## src/verilog/dcache_pkg.sv

```systemverilog
/*
 * Data cache shared definitions
 * Word, line and address widths and the matching types used by every
 * block of the direct-mapped write-through data cache.
 */
package dcache_pkg;

        // Data word and physical address
        localparam int WORD_W     = 64;
        localparam int ADDR_W     = 32;

        // Line geometry
        localparam int LINE_WORDS = 4;
        localparam int WORD_OFF_W = 3;
        localparam int LINE_OFF_W = 2;

        typedef logic [WORD_W-1:0] word_t;

        // Word 0 sits in the low bits
        typedef logic [LINE_WORDS*WORD_W-1:0] line_t;

        typedef logic [ADDR_W-1:0] paddr_t;

endpackage

```

## src/verilog/dcache_port_arbiter.sv

```systemverilog
/*
 * Data cache port arbiter
 * Merges the core read and write ports into a single request toward
 * the controller, read port first, and returns each done pulse to the
 * port that issued the request.
 */
`timescale 1ns/1ps

module dcache_port_arbiter (
        input  logic               clk,
        input  logic               rst,
        input  logic               rd_valid,
        input  dcache_pkg::paddr_t rd_addr,
        input  logic               wr_valid,
        input  dcache_pkg::paddr_t wr_addr,
        input  dcache_pkg::word_t  wr_data,
        input  logic               idle,
        input  logic               resp_done,
        input  dcache_pkg::word_t  resp_rdata,
        output logic               rd_ready,
        output logic               rd_done,
        output dcache_pkg::word_t  rd_data,
        output logic               wr_ready,
        output logic               wr_done,
        output logic               req_valid,
        output logic               req_write,
        output dcache_pkg::paddr_t req_addr,
        output dcache_pkg::word_t  req_wdata
);

        logic accept;
        logic owner_wr;
        logic pending;

        // Read port wins whenever it is valid
        assign rd_ready  = idle;
        assign wr_ready  = idle && !rd_valid;
        assign req_valid = rd_valid || wr_valid;
        assign req_write = !rd_valid;
        assign req_addr  = rd_valid ? rd_addr : wr_addr;
        assign req_wdata = wr_data;
        assign accept    = idle && req_valid;

        always_ff @(posedge clk) begin
                if (rst) begin
                        owner_wr <= 1'b0;
                        pending  <= 1'b0;
                end else if (accept) begin
                        owner_wr <= req_write;
                        pending  <= 1'b1;
                end else if (resp_done) begin
                        pending  <= 1'b0;
                end
        end

        // Steer the response to the owning port
        assign rd_done = resp_done && !owner_wr;
        assign wr_done = resp_done && owner_wr;
        assign rd_data = resp_rdata;

        a_done_has_owner: assert property (@(posedge clk) disable iff (rst)
                resp_done |-> pending);

endmodule

```

## config.mk

```make
export PLATFORM = sky130hd
export DESIGN_NAME = dcache_port_arbiter
export DESIGN_NICKNAME = d
export VERILOG_FILES = /design/src/verilog/dcache_pkg.sv /design/src/verilog/dcache_port_arbiter.sv
export SDC_FILE = /design/constraint.sdc
export NUM_CORES = 1
export LEC_CHECK = 0
export BUFFER_PORTS_ARGS = -buffer_cell sky130_fd_sc_hd__buf_2
export CORE_AREA = 2 2 143 145
export DETAILED_ROUTE_END_ITERATION = 8
export DIE_AREA = 0 0 145 147
export PLACE_DENSITY = 0.34
export SLEW_MARGIN = 20
export SYNTH_ARGS = -nofsm -noshare
export SYNTH_HDL_FRONTEND = slang
export SYNTH_SLANG_ARGS = --single-unit
```

## constraint.sdc

```tcl
create_clock -name clk -period 1 [get_ports clk]
set_clock_uncertainty 0.1 [all_clocks]
set_input_delay 0.05 -clock clk [delete_from_list [all_inputs] [get_ports clk]]
set_output_delay 0.05 -clock clk [all_outputs]
set_load 0.02 [all_outputs]
```

==> qor.yml, run 1 <==
synthesis:
  yosysTopAreaCellShare_pct: 62.5
  synth-seq-cells: 1
  ys_seq_area_share_pct: 1.29
  syn_inst: 173
  yosys.area.top_type: "buf_4"
  synthTopCellsByArea: "buf_4, mux2_4, mux2_2"
  synth_area_um2: 1550
  yosys_warnings: 0
  syn_avg_cell_area_um2: 8.96
  synth_cell_types: 12
  synth_nets: 371
finish:
  largest_reg_flops: 1
  final_cell_mix: "buf_2, mux2_4, mux2_2, clkbuf_16, buf_12"
  post-route-util_pct: 7.77
  n_antenna_cell: 0
  final_common_cell: "buf_2"
  regMostFlops: "owner_wr"
  reg_top3: "owner_wr x1"
  drive_above_1_share_pct: 95.5
  nets: 354
  area_growth_syn_to_layout_pct: -0.565
  finalInstanceArea_um2: 1540
detailed_routing:
  antenna_left: 0
  drt_pre_antenna_iters: 4
  wl_um: 4230
  vias: 873
  viasPerCell: 2.06
  wl_per_cell_um: 9.97
  drt_iter0_drc: 29
  route.detailed.drc: 0
clock_network:
  hold_buffers: 0
  insertion_delay_ns: 0
  post_cts_buffers: 0
worst_hold_path:
  hp-start: "wr_data[32]"
  hold_class: "in -> out"
grt:
  grt_usage_pct: 2.96
  antenna_found_initial: 0
  grt_pass1_vias: 901
  grt_pass1_wl_um: 5220
  grt_max_degree: 20
  overflow: 0
worst_setup_path:
  slowest_delay_ns: 0.29
  reg2reg_from: "owner_wr"
  cp_top_family: "buffers and inverters"
  path_class: "in -> out"
  crit_arrival_ns: 0.80
  cp-end-kind: "output port"
  cp-start-kind: "input port"
  cp-startpoint: "rd_valid"
  crit_path_max_fanout: 8
  critPathBufInv: 3
  critical-path-slowest-cell: "mux2_4"
  cp.required_ns: 0.85
  worstPathCellList: "buf_12, clkbuf_16, mux2_4, buf_2"
timing:
  fin_tns_setup_ns: 0
  setup_viol: 0
  fin_crit_sh_pct: 95.1
  grt_setup_unrepaired: "false"
  finalHoldViolations: 0
  clock.fmax_mhz: 1050
  slew_headroom_pct: 87.4
  tightestPinTransition_ns: 0.189
  drv_slew: 0
  fin_crit_ns: 0.951
run_status:
  status: "completed"
power:
  power_w: 0.000740
  leakagePower_nw: 0.758
  ir_drop_uv: 104
  power.density_nw_per_um2: 480
placed_design:
  gp_congestion: 0.766
  portBuffers: 107
  hpwl_um: 3330
  post_dp_cell_area_um2: 1440
floorplanning:
  dieWidth_um: 145
  fp.dieH_um: 147
  initial_core_util_pct: 7.81
  core-area_um2: 19800
  io_pins: 364
  rows: 52
  die-area_um2: 21300
flow_run:
  maxCapViolCount: 0
[repair_timing]
| action | CTS | global route |
|---|---|---|
| resized for setup | 1 | 3 |
| cloned | 0 | 4 |
| setup endpoints to repair | 24 | 21 |
[cells by family after synthesis]
group | Yosys count | synth area share, %
buffers and inverters | 134 | 66.7
multiplexers | 32 | 29.5
AND/OR/NAND/NOR | 4 | 1.61
AO/OA/AOI/OAI | 2 | 0.807
flip-flops | 1 | 1.29
[synthesized netlist by cell type, drive strengths merged]
cell and instances:
a211oi 1, a21oi 1, and2 1, buf 133
dfxtp 1, inv 1, mux2 32, nor2b 2
or2 1
[worst paths after layout]
path         cells after the start  slack, ns            end
max                              4       0.05   req_addr[20]
min                              0   0.000007  req_wdata[32]
max reg2reg                      2       0.25       owner_wr
min reg2reg                      2       0.44       owner_wr
[layer usage]
metal	up-vias	wire, µm	GRT usage, %
met3	16	558	1.68
met2	67	1720	3.81
met5	-	0	0
met1	402	1880	4.02
met4	0	63	1.09
li1	388	-	-
[stage by stage]
step | hold WS [ns] | cells | setup WS, ns
final | 0.00000742 | 424 | 0.0489
after global routing | 0.0000260 | 424 | 0.0151
after CTS | 0.000137 | 420 | 0.00156
after detailed placement | 0.000137 | 420 | -0.0369
after global placement | 0.000137 | 420 | -0.0133
after floorplan | 0.0285 | 173 | 0.183
[layout make-up]
| cell class | count | area, µm² |
|---|---|---|
| inverters | 1 | 3.75 |
| repair buffers | 114 | 684 |
| flip-flops and latches | 1 | 20.0 |
| multi-input cells | 38 | 495 |
| fillers | 2321 | 18300 |
| well taps | 270 | 338 |
[power by group]
group	switching, W	internal [W]	leakage [nW]
Sequential	0.00000169	0.0000430	0.00822
Clock	0	0	0
Combinational	0.000325	0.000370	0.749
Total	0.000327	0.000413	0.758
Note: power is estimated with default switching activity, not from simulation.
==> inputs of run 2 (changes only) <==
--- a/config.mk
+++ b/config.mk
@@ -5,11 +5,11 @@
 export SDC_FILE = /design/constraint.sdc
 export NUM_CORES = 1
 export LEC_CHECK = 0
-export BUFFER_PORTS_ARGS = -buffer_cell sky130_fd_sc_hd__buf_2
 export CORE_AREA = 2 2 143 145
 export DETAILED_ROUTE_END_ITERATION = 8
 export DIE_AREA = 0 0 145 147
-export PLACE_DENSITY = 0.34
+export DONT_BUFFER_PORTS = 1
+export PLACE_DENSITY = 0.3
 export SLEW_MARGIN = 20
 export SYNTH_ARGS = -nofsm -noshare
 export SYNTH_HDL_FRONTEND = slang
==> run 2 against run 1 <==
Net effect:
- critical path depth decreased by 3
- setup slack improved by 0.24 ns
- die area unchanged
- final area decreased by 44%
- core utilization decreased by 3.4 points
- sequential share of layout area increased by 1.0 points
- combinational power decreased by 48%
- power decreased by 46%
- sequential power decreased by 0.9%
- global-route usage decreased by 0.73 points
- via count decreased by 42%
==> qor.yml, run 2 (same netlist as run 1, synthesis figures left out) <==
run_status:
  status: "completed"
detailed_routing:
  vias: 505
  drt_iter0_drc: 4
  antenna_left: 0
  wl_per_cell_um: 9.75
  route.detailed.drc: 0
  wl_um: 3030
  viasPerCell: 1.62
  drt_pre_antenna_iters: 2
worst_setup_path:
  cp_top_family: "flip-flops"
  critPathBufInv: 0
  cp.depth: 1
  cp-end-kind: "output port"
  path_class: "reg -> out"
  critical-path-slowest-cell: "dfxtp_1"
  cp.required_ns: 0.85
  r2r_cells: 2
  worstPathCellList: "and2_1"
  reg2reg_from: "owner_wr"
  crit_arrival_ns: 0.56
  r2r_setup_slack_ns: 0.30
  crit_end: "wr_done"
  r2r_end: "owner_wr"
  cp-startpoint: "owner_wr"
  cp-start-kind: "register"
  crit_path_max_fanout: 3
  slowest_delay_ns: 0.32
finish:
  largest_reg_flops: 1
  reg_top3: "owner_wr x1"
  area_growth_syn_to_layout_pct: -44.2
  finalInstanceArea_um2: 865
  regMostFlops: "owner_wr"
  nets: 241
  drive_above_1_share_pct: 82.9
  final_common_cell: "mux2_4"
  n_antenna_cell: 0
  final_cell_mix: "mux2_4, mux2_2, nor2b_1"
floorplanning:
  die-area_um2: 21300
  fp.dieH_um: 147
  dieWidth_um: 145
  io_pins: 364
  initial_core_util_pct: 7.81
  core-area_um2: 19800
  rows: 52
power:
  switchingPower_w: 0.000199
  power_w: 0.000402
  p_seq_share_pct: 11.0
  leakagePower_nw: 0.268
  p_clk_share_pct: 0
  p_comb_share_pct: 89.0
  power.density_nw_per_um2: 465
  p_int_w: 0.000203
  p_sw_share_pct: 49.5
  ir_drop_uv: 96.4
timing:
  setup_viol: 0
  finalHoldViolations: 0
  slew_headroom_pct: 72.6
  clock.fmax_mhz: 1400
  fin_crit_sh_pct: 71.3
  grt_setup_unrepaired: "false"
  fin_crit_ns: 0.713
  fin_tns_setup_ns: 0
  drv_slew: 0
  tightestPinTransition_ns: 0.410
clock_network:
  clkTransAtPathRegs_ns: 0
  post_cts_resized: 0
  insertion_delay_ns: 0
  post_cts_buffers: 0
  hold_buffers: 0
grt:
  overflow: 0
  grt_pass1_wl_um: 3640
  grt_pass1_vias: 488
  grt_usage_pct: 2.23
  grt_max_degree: 37
  antenna_found_initial: 0
placed_design:
  portBuffers: 0
  post_dp_cell_area_um2: 865
  gp_congestion: 0.588
worst_hold_path:
  hold_depth: 0
  hold_class: "in -> out"
flow_run:
  maxCapViolCount: 0
run 2: cell count changes in the layout (fill, tap and decap cells not counted):
cell       before  now
buf_12          3    0
buf_2         106    0
buf_6           1    0
clkbuf_16       3    0
run 2: worst register-to-register path: stages (launching register included):
cell      delay, ns
dfxtp_1        0.32
a21oi_1        0.04
a211oi_1       0.15
run 2: area by class of cell:
| cell class | instances | area [µm²] |
|---|---|---|
| repair buffers | 1 | 7.51 |
| inverters | 1 | 3.75 |
| fillers | 2343 | 19000 |
| well taps | 270 | 338 |
| multi-input cells | 38 | 495 |
| flip-flops and latches | 1 | 20.0 |
run 2: worst min path at each step:
stage | end | startpoint
floorplan | owner_wr | rst
global placement | rd_data[29] | resp_rdata[29]
detailed placement | rd_data[29] | resp_rdata[29]
CTS | rd_data[29] | resp_rdata[29]
global route | req_wdata[5] | wr_data[5]
finish | req_wdata[31] | wr_data[31]
run 2: per-layer routing:
layer,share of wire [%],track usage [%],vias to the layer above
met4,4.8,1.49,0
met2,40,2.60,86
met5,0,0,-
met3,19,1.74,32
met1,36,2.71,230
li1,-,-,157
run 2: power by group through the flow:
| stage | clock network, W | logic [W] | registers, W |
|---|---|---|---|
| after global placement | 0 | 0.000364 | 0.0000443 |
| after CTS | 0 | 0.000362 | 0.0000444 |
| after detailed placement | 0 | 0.000361 | 0.0000444 |
| after floorplan | 0 | 0.00114 | 0.0000441 |
| final | 0 | 0.000358 | 0.0000443 |
| after global routing | 0 | 0.000368 | 0.0000446 |
run 2: through the flow:
stage               worst slack, ns  hold WS [ns]  util [%]  instances
finish                        0.287    0.00000742      4.36        311
global route                  0.257     0.0000260      4.36        311
CTS                           0.284      0.000137      4.36        311
detailed placement            0.286      0.000137      4.36        311
global placement              0.285      0.000137      4.36        311
floorplan                     0.183        0.0285         -        173
