<file path="config.mk">
export PLATFORM = sky130hd
export DESIGN_NAME = dcache_controller
export DESIGN_NICKNAME = d
export VERILOG_FILES = /design/src/verilog/dcache_pkg.sv /design/src/verilog/dcache_controller.sv
export SDC_FILE = /design/constraint.sdc
export NUM_CORES = 1
export LEC_CHECK = 0
export ABC_AREA = 1
export BUFFER_PORTS_ARGS = -buffer_cell sky130_fd_sc_hd__buf_2
export CORE_AREA = 4 4 269 271
export CTS_CLUSTER_DIAMETER = 150
export DETAILED_ROUTE_END_ITERATION = 16
export DIE_AREA = 0 0 273 275
export GPL_ROUTABILITY_DRIVEN = 0
export GPL_TIMING_DRIVEN = 1
export SKIP_LAST_GASP = 1
export SLEW_MARGIN = 30
export SYNTH_ARGS = -nofsm -noshare
export SYNTH_HDL_FRONTEND = slang
export SYNTH_SLANG_ARGS = --single-unit
export TNS_END_PERCENT = 20
</file>
<file path="constraint.sdc">
create_clock -name clk -period 11.18 [get_ports clk]
set_clock_uncertainty 0.1 [all_clocks]
set_input_delay 0.559 -clock clk [delete_from_list [all_inputs] [get_ports clk]]
set_output_delay 0.559 -clock clk [all_outputs]
set_load 0.01 [all_outputs]
</file>
<file path="src/verilog/dcache_pkg.sv">
/*
 * Data cache shared definitions
 * Word, line and address widths and the matching types used by every
 * block of the direct-mapped write-through data cache.
 */
package dcache_pkg;

        // Data word and physical address
        localparam int WORD_W     = 64;
        localparam int ADDR_W     = 32;

        // Line geometry
        localparam int LINE_WORDS = 4;
        localparam int WORD_OFF_W = 3;
        localparam int LINE_OFF_W = 2;

        typedef logic [WORD_W-1:0] word_t;

        // Word 0 sits in the low bits
        typedef logic [LINE_WORDS*WORD_W-1:0] line_t;

        typedef logic [ADDR_W-1:0] paddr_t;

endpackage

</file>
<file path="src/verilog/dcache_controller.sv">
/*
 * Data cache controller
 * Blocking request FSM. Looks each request up in the array, answers
 * read hits directly, refills a line on a read miss, writes through
 * on every write, reads single beats while the cache is disabled and
 * clears all valid bits on invalidate.
 */
`timescale 1ns/1ps

module dcache_controller #(
        parameter int INDEX_W = 4
) (
        input  logic               clk,
        input  logic               rst,
        input  logic               enable,
        input  logic               invalidate_req,
        input  logic               req_valid,
        input  logic               req_write,
        input  dcache_pkg::paddr_t req_addr,
        input  dcache_pkg::word_t  req_wdata,
        input  logic               hit,
        input  dcache_pkg::word_t  hit_word,
        input  logic               fill_done,
        input  dcache_pkg::line_t  fill_line,
        output logic               invalidate_done,
        output logic               idle,
        output logic               resp_done,
        output dcache_pkg::word_t  resp_rdata,
        output logic               lookup_en,
        output dcache_pkg::paddr_t lookup_addr,
        output logic               fill_en,
        output logic               upd_en,
        output dcache_pkg::word_t  upd_word,
        output logic               inv_all,
        output logic               start,
        output logic               mem_write_cmd,
        output logic               burst_cmd,
        output dcache_pkg::paddr_t cmd_addr,
        output dcache_pkg::word_t  cmd_wdata
);

        localparam int LINE_LO = dcache_pkg::LINE_OFF_W + dcache_pkg::WORD_OFF_W;
        localparam int TAG_W   = dcache_pkg::ADDR_W - INDEX_W - LINE_LO;

        typedef enum logic [2:0] {
                S_IDLE, S_LOOKUP, S_REFILL, S_WRITE, S_UNCACHED, S_INVAL
        } state_t;

        state_t                            state;
        logic                              write_q;
        logic                              en_q;
        dcache_pkg::paddr_t                addr_q;
        dcache_pkg::word_t                 wdata_q;
        logic [dcache_pkg::LINE_OFF_W-1:0] woff;
        logic                              read_hit;

        // Invalidate takes the idle slot ahead of a request
        assign idle        = (state == S_IDLE) && !invalidate_req;
        assign lookup_en   = idle && req_valid;
        assign lookup_addr = req_addr;
        assign woff        = addr_q[dcache_pkg::WORD_OFF_W +: dcache_pkg::LINE_OFF_W];

        assign read_hit = (state == S_LOOKUP) && !write_q && en_q && hit;
        assign upd_en   = (state == S_LOOKUP) && write_q && hit;
        assign upd_word = wdata_q;
        assign fill_en  = (state == S_REFILL) && fill_done;
        assign inv_all  = (state == S_INVAL);

        //****************************************
        // Memory command, issued from lookup
        //****************************************
        assign start         = (state == S_LOOKUP) && !read_hit;
        assign mem_write_cmd = write_q;
        assign burst_cmd     = !write_q && en_q;
        assign cmd_wdata     = wdata_q;
        assign cmd_addr      = burst_cmd ?
                {addr_q[dcache_pkg::ADDR_W-1:LINE_LO], {LINE_LO{1'b0}}} :
                {addr_q[dcache_pkg::ADDR_W-1:dcache_pkg::WORD_OFF_W],
                 {dcache_pkg::WORD_OFF_W{1'b0}}};

        always_ff @(posedge clk) begin
                if (rst) begin
                        state           <= S_IDLE;
                        resp_done       <= 1'b0;
                        invalidate_done <= 1'b0;
                end else begin
                        resp_done       <= 1'b0;
                        invalidate_done <= 1'b0;
                        case (state)
                        S_IDLE: begin
                                if (invalidate_req)
                                        state <= S_INVAL;
                                else if (req_valid)
                                        state <= S_LOOKUP;
                        end
                        S_LOOKUP: begin
                                if (read_hit) begin
                                        resp_done <= 1'b1;
                                        state     <= S_IDLE;
                                end else if (write_q)
                                        state <= S_WRITE;
                                else if (en_q)
                                        state <= S_REFILL;
                                else
                                        state <= S_UNCACHED;
                        end
                        S_REFILL, S_WRITE, S_UNCACHED: begin
                                if (fill_done) begin
                                        resp_done <= 1'b1;
                                        state     <= S_IDLE;
                                end
                        end
                        S_INVAL: begin
                                invalidate_done <= 1'b1;
                                state           <= S_IDLE;
                        end
                        default: state <= S_IDLE;
                        endcase
                end
        end

        // Request capture and read data
        always_ff @(posedge clk) begin
                if (lookup_en) begin
                        write_q <= req_write;
                        en_q    <= enable;
                        addr_q  <= req_addr;
                        wdata_q <= req_wdata;
                end
                if (read_hit)
                        resp_rdata <= hit_word;
                else if (fill_done && state == S_REFILL)
                        resp_rdata <= fill_line[woff*dcache_pkg::WORD_W +: dcache_pkg::WORD_W];
                else if (fill_done)
                        resp_rdata <= fill_line[dcache_pkg::WORD_W-1:0];
        end

endmodule

</file>
==> flow_summary_export.csv, run 1 <==
group,metric,value,unit
detailed_routing,vias_per_cell,3.75,
sta,setup_violations,0,
sta,slew_violations,0,
cts,cts_inserted_buffers,17,
final_layout,nets,2189,
synth,seq_area_frac_synth,49.3,%
sta,finalCritPeriodShare,30.8,%
final_layout,final_layout_size_suffix_gt1_share,41.5,%
sta,max_clock_freq,290,MHz
placed_design,io_buffers,680,
floorplanning,io_pins,690,
detailed_routing,dr_total_vias,10200,
placed_design,pre_cts_ws,8.16,ns
synth,yosys_warnings,0,
sta,rsz0062_at_grt,"no",
sta,whs,0.152,ns
setup_path,endpoint_kind,"output pin",
detailed_routing,drtIter0Drc,724,
global_routing,grt_max_degree,96,
detailed_routing,ant_nets,0,
global_routing,grt_overflow,0,
global_routing,grt_pass1_wl,65.3,mm
global_routing,grt_pass1_vias,9690,
sta,worst_slack,7.73,ns
global_routing,grt_usage,12.2,%
setup_path,path_max_fanout,38,
cts,clkTransAtPathRegs,0.09,ns
cts,root_buffer,"clkbuf_16",
cts,post_cts_buffers,0,
cts,cts_resized,0,
cts,ctsHoldBuffers,0,
cts,clkSinkCount,164,
detailed_routing,drc,0,
pwr,peakVddDrop,0.0762,mV
final_layout,final_cells,2724,
final_layout,layout_commonest_cell,"buf_2",
outcome,status,"complete, no violations",
placed_design,detailed_place_hpwl,38.8,mm
detailed_routing,routedWlPerCell,18.1,µm
floorplanning,die_h,275,µm
placed_design,place_inst,2686,
synth,synth.avg_cell_area,7.93,µm²
setup_path,reg2reg_from,"addr_q[4]",
floorplanning,core-area,69800,µm²
pwr,p_leak,6.90,nW
floorplanning,die_area,75100,µm²
floorplanning,start_util,14.2,%
sta,period_minus_slack,3.45,ns
global_routing,antenna_found_initial,8,
detailed_routing,routed_wl,49.2,mm
setup_path,cp-startpoint,"addr_q[4]",
final_layout,fill_cells,7821,
final_layout,area_delta_synth_final,40.0,%
final_layout,layout_common_cells,"buf_2, nand2_1, edfxtp_1, nand3_1, inv_1",
synth,yosys_register_bits,164,
min_path,hp-class,"input port to flip-flop",
synth,synthCells,1247,
setup_path,critPathArrivalTime,2.79,ns
min_path,worstHoldStart,"req_wdata[43]",
setup_path,critPathLaunchType,"flip-flop",
floorplanning,row_count,97,
run,drv_cap,0,
sta,slew_headroom,38.8,%
cts,clock_path_buffers,2,
synth,syn_area,9890,µm²
pwr,p_per_area,153,nW/µm²
cts,cts_tree,"done",
sta,fin_tns_setup,0,ns
sta,hold_viol,0,
setup_path,critPathRequiredTime,10.52,ns
synth,synth.distinct_cells,24,
cts,worst_skew_pair.late_latency,0.48,ns
cts,htreeDepth,4,
sta,worst_slew_pin_slew,0.919,ns
detailed_routing,firstDrtPassIters,7,
setup_path,worst-setup-path-type,"flip-flop to output pin",
floorplanning,die_x,273,µm
## state kept, by name, summed over array words and instances (netlist names)
name             count
state                3
mem_write_cmd        1
invalidate_done      1
resp_rdata          64
resp_done            1
en_q                 1
cmd_wdata           64
addr_q              29
## routing by layer
metal  track usage, %  wire length [µm]  vias up  part of all wire (%)
li1                 -                 -     4903                     -
met1             13.6             18400     4642                    37
met2             21.2             24400      598                    50
met3             4.15              4960       72                    10
met4             4.97              1450        0                   2.9
met5                0                 0        -                     0
## report_power, final
group	internal (W)	leakage [nW]	switching [W]
registers	0.000793	1.54	0.0000393
clock network	0.000308	0.300	0.000337
logic	0.000220	5.06	0.000427
## cells by family (layout without fill, tap and decap cells)
family / after synthesis / after routing / share of synthesized area, %
simple gates: 742 / 742 / 30.1
buf+inv: 272 / 801 / 17.1
flops: 164 / 164 / 49.3
compound gates: 68 / 68 / 3.47
other cells: 1 / 9 / 0.0379
## final cells by class
class                   count  area (µm²)  area share (%)
flip-flops and latches    164        4870            35.2
repair buffers            692        3510            25.3
multi-input cells         813        3360            24.3
well taps                 940        1180            8.49
clock buffers              17         425            3.07
inverters                  77         297            2.14
clock inverters            15         194            1.40
diodes                      6        15.0           0.108
## critical path, stage by stage (launching register included)
cell and delay [ns]:
edfxtp_1 0.33, buf_4 0.46, clkinv_2 0.63, buf_4 0.48, nor2_1 0.16, buf_2 0.14
## metrics by stage
step	power (W)	instance area (µm²)	utilization, %
floorplan	0.00125	9900	-
global placement	0.00150	13200	18.9
detailed placement	0.00150	13200	18.9
CTS	0.00217	13800	19.8
global route	0.00225	13800	19.8
finish	0.00212	13800	19.8
## cell usage after synthesis, drive strengths merged
master / instances / area [µm²]
nand2: 589 / 2210
o21ai: 64 / 320
conb: 1 / 3.75
inv: 77 / 289
a21oi: 3 / 15.0
buf: 180 / 1340
edfxtp: 159 / 4770
o211ai: 1 / 7.51
nand4: 1 / 6.26
nand3: 135 / 681
or2: 1 / 6.26
nor3: 1 / 5.00
nor2: 14 / 62.6
nor3b: 1 / 7.51
clkbuf: 15 / 56.3
dfxtp: 5 / 100
## path summary, 6_finish.rpt
kind,to,slack (ns),cells past startpoint
max,cmd_addr[4],7.73,5
min,cmd_wdata[43],0.15,1
max reg2reg,resp_rdata[57],8.35,7
min reg2reg,state[1],0.47,2
Power figures use the tool's default switching activity.
==> run 2, diff against run 1 <==
Settings changed: CORE_AREA 4 4 269 271 to 4 4 264 266, DIE_AREA 0 0 273 275 to 0 0 268 270.
Clock period 11.18 ns to 3 ns, I/O delays scaled along.
==> flow_summary_export.csv, run 2 (synthesis gave the netlist of run 1 again) <==
group,metric,value,unit
setup_path,worst-setup-path-type,"flip-flop to flip-flop",
global_routing,grt_max_degree,103,
sta,setup_violations,0,
cts,worst_skew_pair.late_latency,0.48,ns
cts,cts_resized,0,
pwr,p_per_area,519,nW/µm²
global_routing,antenna_found_initial,9,
cts,clock_path_buffers,2,
detailed_routing,vias_per_cell,3.93,
sta,slew_headroom,35.8,%
setup_path,path_max_fanout,37,
cts,htreeDepth,4,
global_routing,grt_usage,13.9,%
final_layout,layout_common_cells,"buf_2, nand2_1, dlygate4sd3_1, edfxtp_1, nand3_1",
setup_path,cp-startpoint,"addr_q[4]",
cts,clkTransAtPathRegs,0.07,ns
pwr,peakVddDrop,0.333,mV
floorplanning,die_x,268,µm
floorplanning,row_count,95,
final_layout,layout_commonest_cell,"buf_2",
setup_path,critPathArrivalTime,2.71,ns
placed_design,dpl_cell_area,13300,µm²
global_routing,grt_pass1_wl,73.7,mm
detailed_routing,drc,0,
sta,period_minus_slack,2.59,ns
final_layout,design_area,16200,µm²
cts,root_buffer,"clkbuf_16",
setup_path,reg2reg_from,"addr_q[4]",
final_layout,nets,2425,
floorplanning,die_area,72400,µm²
final_layout,final_layout_size_suffix_gt1_share,37.3,%
run,drv_cap,0,
setup_path,critPathRequiredTime,3.12,ns
placed_design,io_buffers,680,
min_path,hp-class,"input port to flip-flop",
min_path,worstHoldStart,"fill_done",
final_layout,area_delta_synth_final,63.7,%
setup_path,critPathLaunchType,"flip-flop",
detailed_routing,routed_wl,52.9,mm
floorplanning,core-area,67000,µm²
floorplanning,start_util,14.8,%
cts,post_cts_buffers,0,
detailed_routing,firstDrtPassIters,5,
cts,clkSinkCount,164,
global_routing,grt_pass1_vias,11400,
detailed_routing,routedWlPerCell,18.3,µm
sta,slew_violations,0,
pwr,p_total,0.00840,W
cts,cts_inserted_buffers,17,
sta,finalCritPeriodShare,86.4,%
floorplanning,io_pins,690,
cts,cts_tree,"done",
detailed_routing,ant_nets,0,
setup_path,endpoint_kind,"flip-flop",
global_routing,grt_overflow,0,
detailed_routing,dr_total_vias,11400,
pwr,p_leak,7.92,nW
detailed_routing,drtIter0Drc,836,
floorplanning,die_h,270,µm
sta,rsz0062_at_grt,"no",
placed_design,detailed_place_hpwl,39.9,mm
sta,max_clock_freq,386,MHz
outcome,status,"complete, no violations",
sta,worst_slew_pin_slew,0.962,ns
sta,hold_viol,0,
## run 2: changes by cell type in the layout (fill, tap and decap cells not counted), sizes merged
cell         delta
inv             -3
dlygate4sd3   +226
clkinv          +3
buf            +10
diode           +2
## run 2: repair_timing
item	4_1_cts	5_1_grt
endpoints found under the hold margin	168	0
hold buffers	226	0
setup endpoints to repair	0	0
## run 2: power by group
group | switching [W] | internal, W | leakage (nW) | total [W]
clock network | 0.00120 | 0.00114 | 0.299 | 0.00234
logic | 0.00169 | 0.00125 | 6.08 | 0.00294
registers | 0.000172 | 0.00296 | 1.54 | 0.00313
## run 2: per-layer routing
metal	vias up	global-route usage (%)	routed length, µm
met5	-	0	27
li1	5378	-	-
met4	4	5.56	1650
met1	5283	14.8	19900
met3	90	4.56	4710
met2	630	25.1	26600
## run 2: final cells by class
class	count	area (µm²)
Fill cell	7325	50800
Sequential cell	164	4880
Clock buffer	17	425
Clock inverter	15	196
Timing Repair Buffer	928	5920
Tap cell	873	1090
Antenna cell	8	20.0
Inverter	77	294
Multi-Input combinational cell	813	3370
## run 2: critical path, cell delays in order, from the launching register on
cell           delay (ns)
edfxtp_1             0.37
clkinv_2             0.48
buf_4                0.46
nand2_1              0.10
nand3_1              0.06
nand3_1              0.14
nand2_1              0.07
dlygate4sd3_1        0.56
## run 2: stage by stage
| step | setup WS [ns] | hold slack [ns] | cells | setup TNS, ns | util, % |
|---|---|---|---|---|---|
| global placement | 0.938 | 0.200 | 2629 | 0 | 19.8 |
| finish | 0.409 | 0.0704 | 2895 | 0 | 24.2 |
| floorplan | -0.616 | 0.119 | 1249 | -58.82 | - |
| global route | 0.224 | 0.0529 | 2890 | 0 | 24.1 |
| detailed placement | 0.886 | 0.200 | 2629 | 0 | 19.8 |
| CTS | 0.369 | 0.00945 | 2887 | 0 | 24.1 |
## run 2: final timing paths
check             slack, ns  depth (start not counted)             end
setup reg to reg       0.41                          7  resp_rdata[52]
setup / recovery       0.41                          7  resp_rdata[52]
hold reg to reg        0.46                          2        state[0]
hold / removal         0.07                          6        state[2]
==> run 3, diff against run 2 <==
Settings changed: ABC_AREA 1 to not set, CORE_AREA 4 4 264 266 to 4 4 269 271, DIE_AREA 0 0 268 270 to 0 0 273 275.
==> flow_summary_export.csv, run 3 <==
group,metric,value,unit
detailed_routing,ant_nets,0,
synth,synth-simple-area-share,10.1,%
sta,worst_slew_pin_slew,0.521,ns
global_routing,grt_max_degree,92,
synth,synth.area.top_cells,"edfxtp_1, buf_4, mux2i_1",
final_layout,fill_cells,7572,
cts,clock_path_buffers,2,
sta,slew_headroom,65.3,%
sta,rsz0062_at_grt,"no",
synth,syn_area,9400,µm²
min_path,hold-path-endpoint,"resp_rdata[1]",
synth,yosys_register_bits,164,
pwr,peakVddDrop,0.349,mV
setup_path,worst-setup-path-type,"flip-flop to flip-flop",
detailed_routing,routedWlPerCell,20.2,µm
detailed_routing,drtIter0Drc,556,
synth,synth.distinct_cells,32,
setup_path,rr_endpoint,"resp_rdata[9]",
placed_design,place_inst,2362,
synth,synthCells,910,
final_layout,postLayoutCoreUtil,22.4,%
placed_design,dpl_cell_area,13000,µm²
synth,synth-compound-area-share,14.0,%
floorplanning,io_pins,690,
setup_path,critPathLaunchType,"flip-flop",
floorplanning,core-area,69800,µm²
synth,synth_xor_xnor_area_share,0,%
final_layout,area_delta_synth_final,66.6,%
floorplanning,die_x,273,µm
synth,ys_top_cells_by_count,"edfxtp_1, buf_4, nor2_1",
floorplanning,row_count,97,
synth,yosysMostFrequentCell,"edfxtp_1",
final_layout,design_area,15700,µm²
floorplanning,die_area,75100,µm²
sta,period_minus_slack,2.79,ns
synth,synth_edf_count,159,
global_routing,grt_usage,13.2,%
synth,synth_top_family_by_area,"buffers and inverters",
final_layout,layout_commonest_cell,"buf_2",
pwr,p_per_area,415,nW/µm²
setup_path,path_cells,"and4bb_4 -> buf_4 -> a31oi_1 -> o221ai_1 -> o21ai_1 -> dlygate4sd3_1",
sta,finalCritPeriodShare,92.9,%
synth,yosys.area_share.adder,0,%
final_layout,layout_common_cells,"buf_2, dlygate4sd3_1, edfxtp_1, nor2_1, mux2i_1",
min_path,hp-class,"input port to flip-flop",
synth,seq_area_frac_synth,51.8,%
cts,post_cts_buffers,0,
global_routing,grt_pass1_wl,69.3,mm
synth,yosys.area.top_type_share,50.8,%
run,drv_cap,0,
sta,whs,0.0426,ns
setup_path,slowest_stage,"dlygate4sd3_1",
cts,clkTransAtPathRegs,0.08,ns
setup_path,worst-r2r-setup-slack,0.21,ns
detailed_routing,dr_total_vias,9942,
pwr,p_leak,6.85,nW
cts,cts_inserted_buffers,17,
global_routing,antenna_found_initial,24,
cts,cts_tree,"done",
detailed_routing,vias_per_cell,3.81,
synth,yosys_warnings,0,
placed_design,io_buffers,680,
setup_path,path_max_fanout,24,
synth,synth_async_sr_flop_share,0,%
setup_path,reg2reg_from,"state[1]",
placed_design,detailed_place_hpwl,42.6,mm
min_path,hold_depth,3,
final_layout,nets,2073,
detailed_routing,routed_wl,52.8,mm
sta,slew_violations,0,
setup_path,cp_slowest_stage_delay,0.58,ns
synth,synth.avg_cell_area,10.3,µm²
sta,hold_viol,0,
final_layout,final_cells,2611,
min_path,worstHoldStart,"fill_line[1]",
global_routing,grt_overflow,0,
sta,setup_violations,0,
sta,max_clock_freq,359,MHz
global_routing,grt_pass1_vias,9591,
synth,synthMuxAreaShare,7.16,%
cts,htreeDepth,4,
setup_path,critPathRequiredTime,3.13,ns
cts,root_buffer,"clkbuf_16",
floorplanning,start_util,13.5,%
synth,ys.flop_type,"edfxtp_1",
cts,clkSinkCount,164,
floorplanning,die_h,275,µm
detailed_routing,firstDrtPassIters,7,
setup_path,endpoint_kind,"flip-flop",
synth,synth_area_leader_cell,"edfxtp_1",
cts,worst_skew_pair.late_latency,0.47,ns
setup_path,critPathArrivalTime,2.91,ns
detailed_routing,drc,0,
final_layout,final_layout_size_suffix_gt1_share,45.0,%
outcome,status,"complete, no violations",
setup_path,rr_worst_depth,6,
[run 3: cell count changes after synthesis, moves of 5 or more]
cell      change
nand3_1      -70
inv_2         -5
nor2b_1       +6
mux2i_1      +65
o21ai_1      +64
nand2_1     -524
inv_1         -8
nor2_1       +58
o221ai_1     +63
buf_6         -9
a31oi_1      +63
o21ai_0      -62
clkbuf_1     +10
[run 3: report_power, final]
part	internal (W)	switching (W)	total, W
Sequential	0.00270	0.0000696	0.00277
Clock	0.00110	0.00113	0.00223
Combinational	0.000733	0.000758	0.00149
Total	0.00453	0.00196	0.00649
[run 3: cell families (layout without fill, tap and decap cells)]
kind of cell    Yosys count  in the layout
buf+inv                 264           1014
simple gates            216            216
compound gates          198            198
flops                   164            164
mux                      67             67
other cells               1             12
[run 3: worst max path at each step]
stage / from / end / slack (ns)
after floorplan: mem_write_cmd / resp_rdata[0] / -0.30
after global placement: state[1] / resp_rdata[46] / 0.69
after detailed placement: state[1] / resp_rdata[46] / 0.65
after CTS: state[1] / resp_rdata[52] / 0.11
after global routing: state[1] / resp_rdata[52] / 0.08
final: state[1] / resp_rdata[9] / 0.21
[run 3: final cells by class]
cell class	instances	area (µm²)	area share [%]
tap	940	1180	7.51
multi-input combinational	484	2960	18.9
inverter	64	240	1.53
clock buffer	18	429	2.74
sequential	164	4870	31.1
antenna	9	22.5	0.144
timing repair buffer	918	5810	37.1
clock inverter	14	141	0.903
[run 3: what timing repair did]
item	CTS	global route
endpoints found under the hold margin	164	0
gates resized for setup	0	1
endpoints found under the setup margin	0	8
hold buffers	208	0
[run 3: per-stage QoR]
stage	setup slack [ns]	power [W]	TNS [ns]
CTS	0.112	0.00664	0
floorplan	-0.298	0.00343	-19.07
detailed placement	0.648	0.00407	0
global route	0.0805	0.00684	0
finish	0.214	0.00649	0
global placement	0.689	0.00406	0
[run 3: routing by layer]
layer | global-route usage [%] | up-vias | routed length (µm)
li1 | - | 4677 | -
met1 | 14.9 | 4628 | 20400
met2 | 23.8 | 565 | 26200
met3 | 4.49 | 62 | 5000
met4 | 3.39 | 10 | 1050
met5 | 0 | - | 62
[run 3: worst max-delay path, delay by kind of cell, from the launching register on]
| family | cells | cell delay, ns |
|---|---|---|
| flops | 1 | 0.52 |
| compound gates | 3 | 0.48 |
| buf+inv | 2 | 0.92 |
| simple gates | 1 | 0.50 |
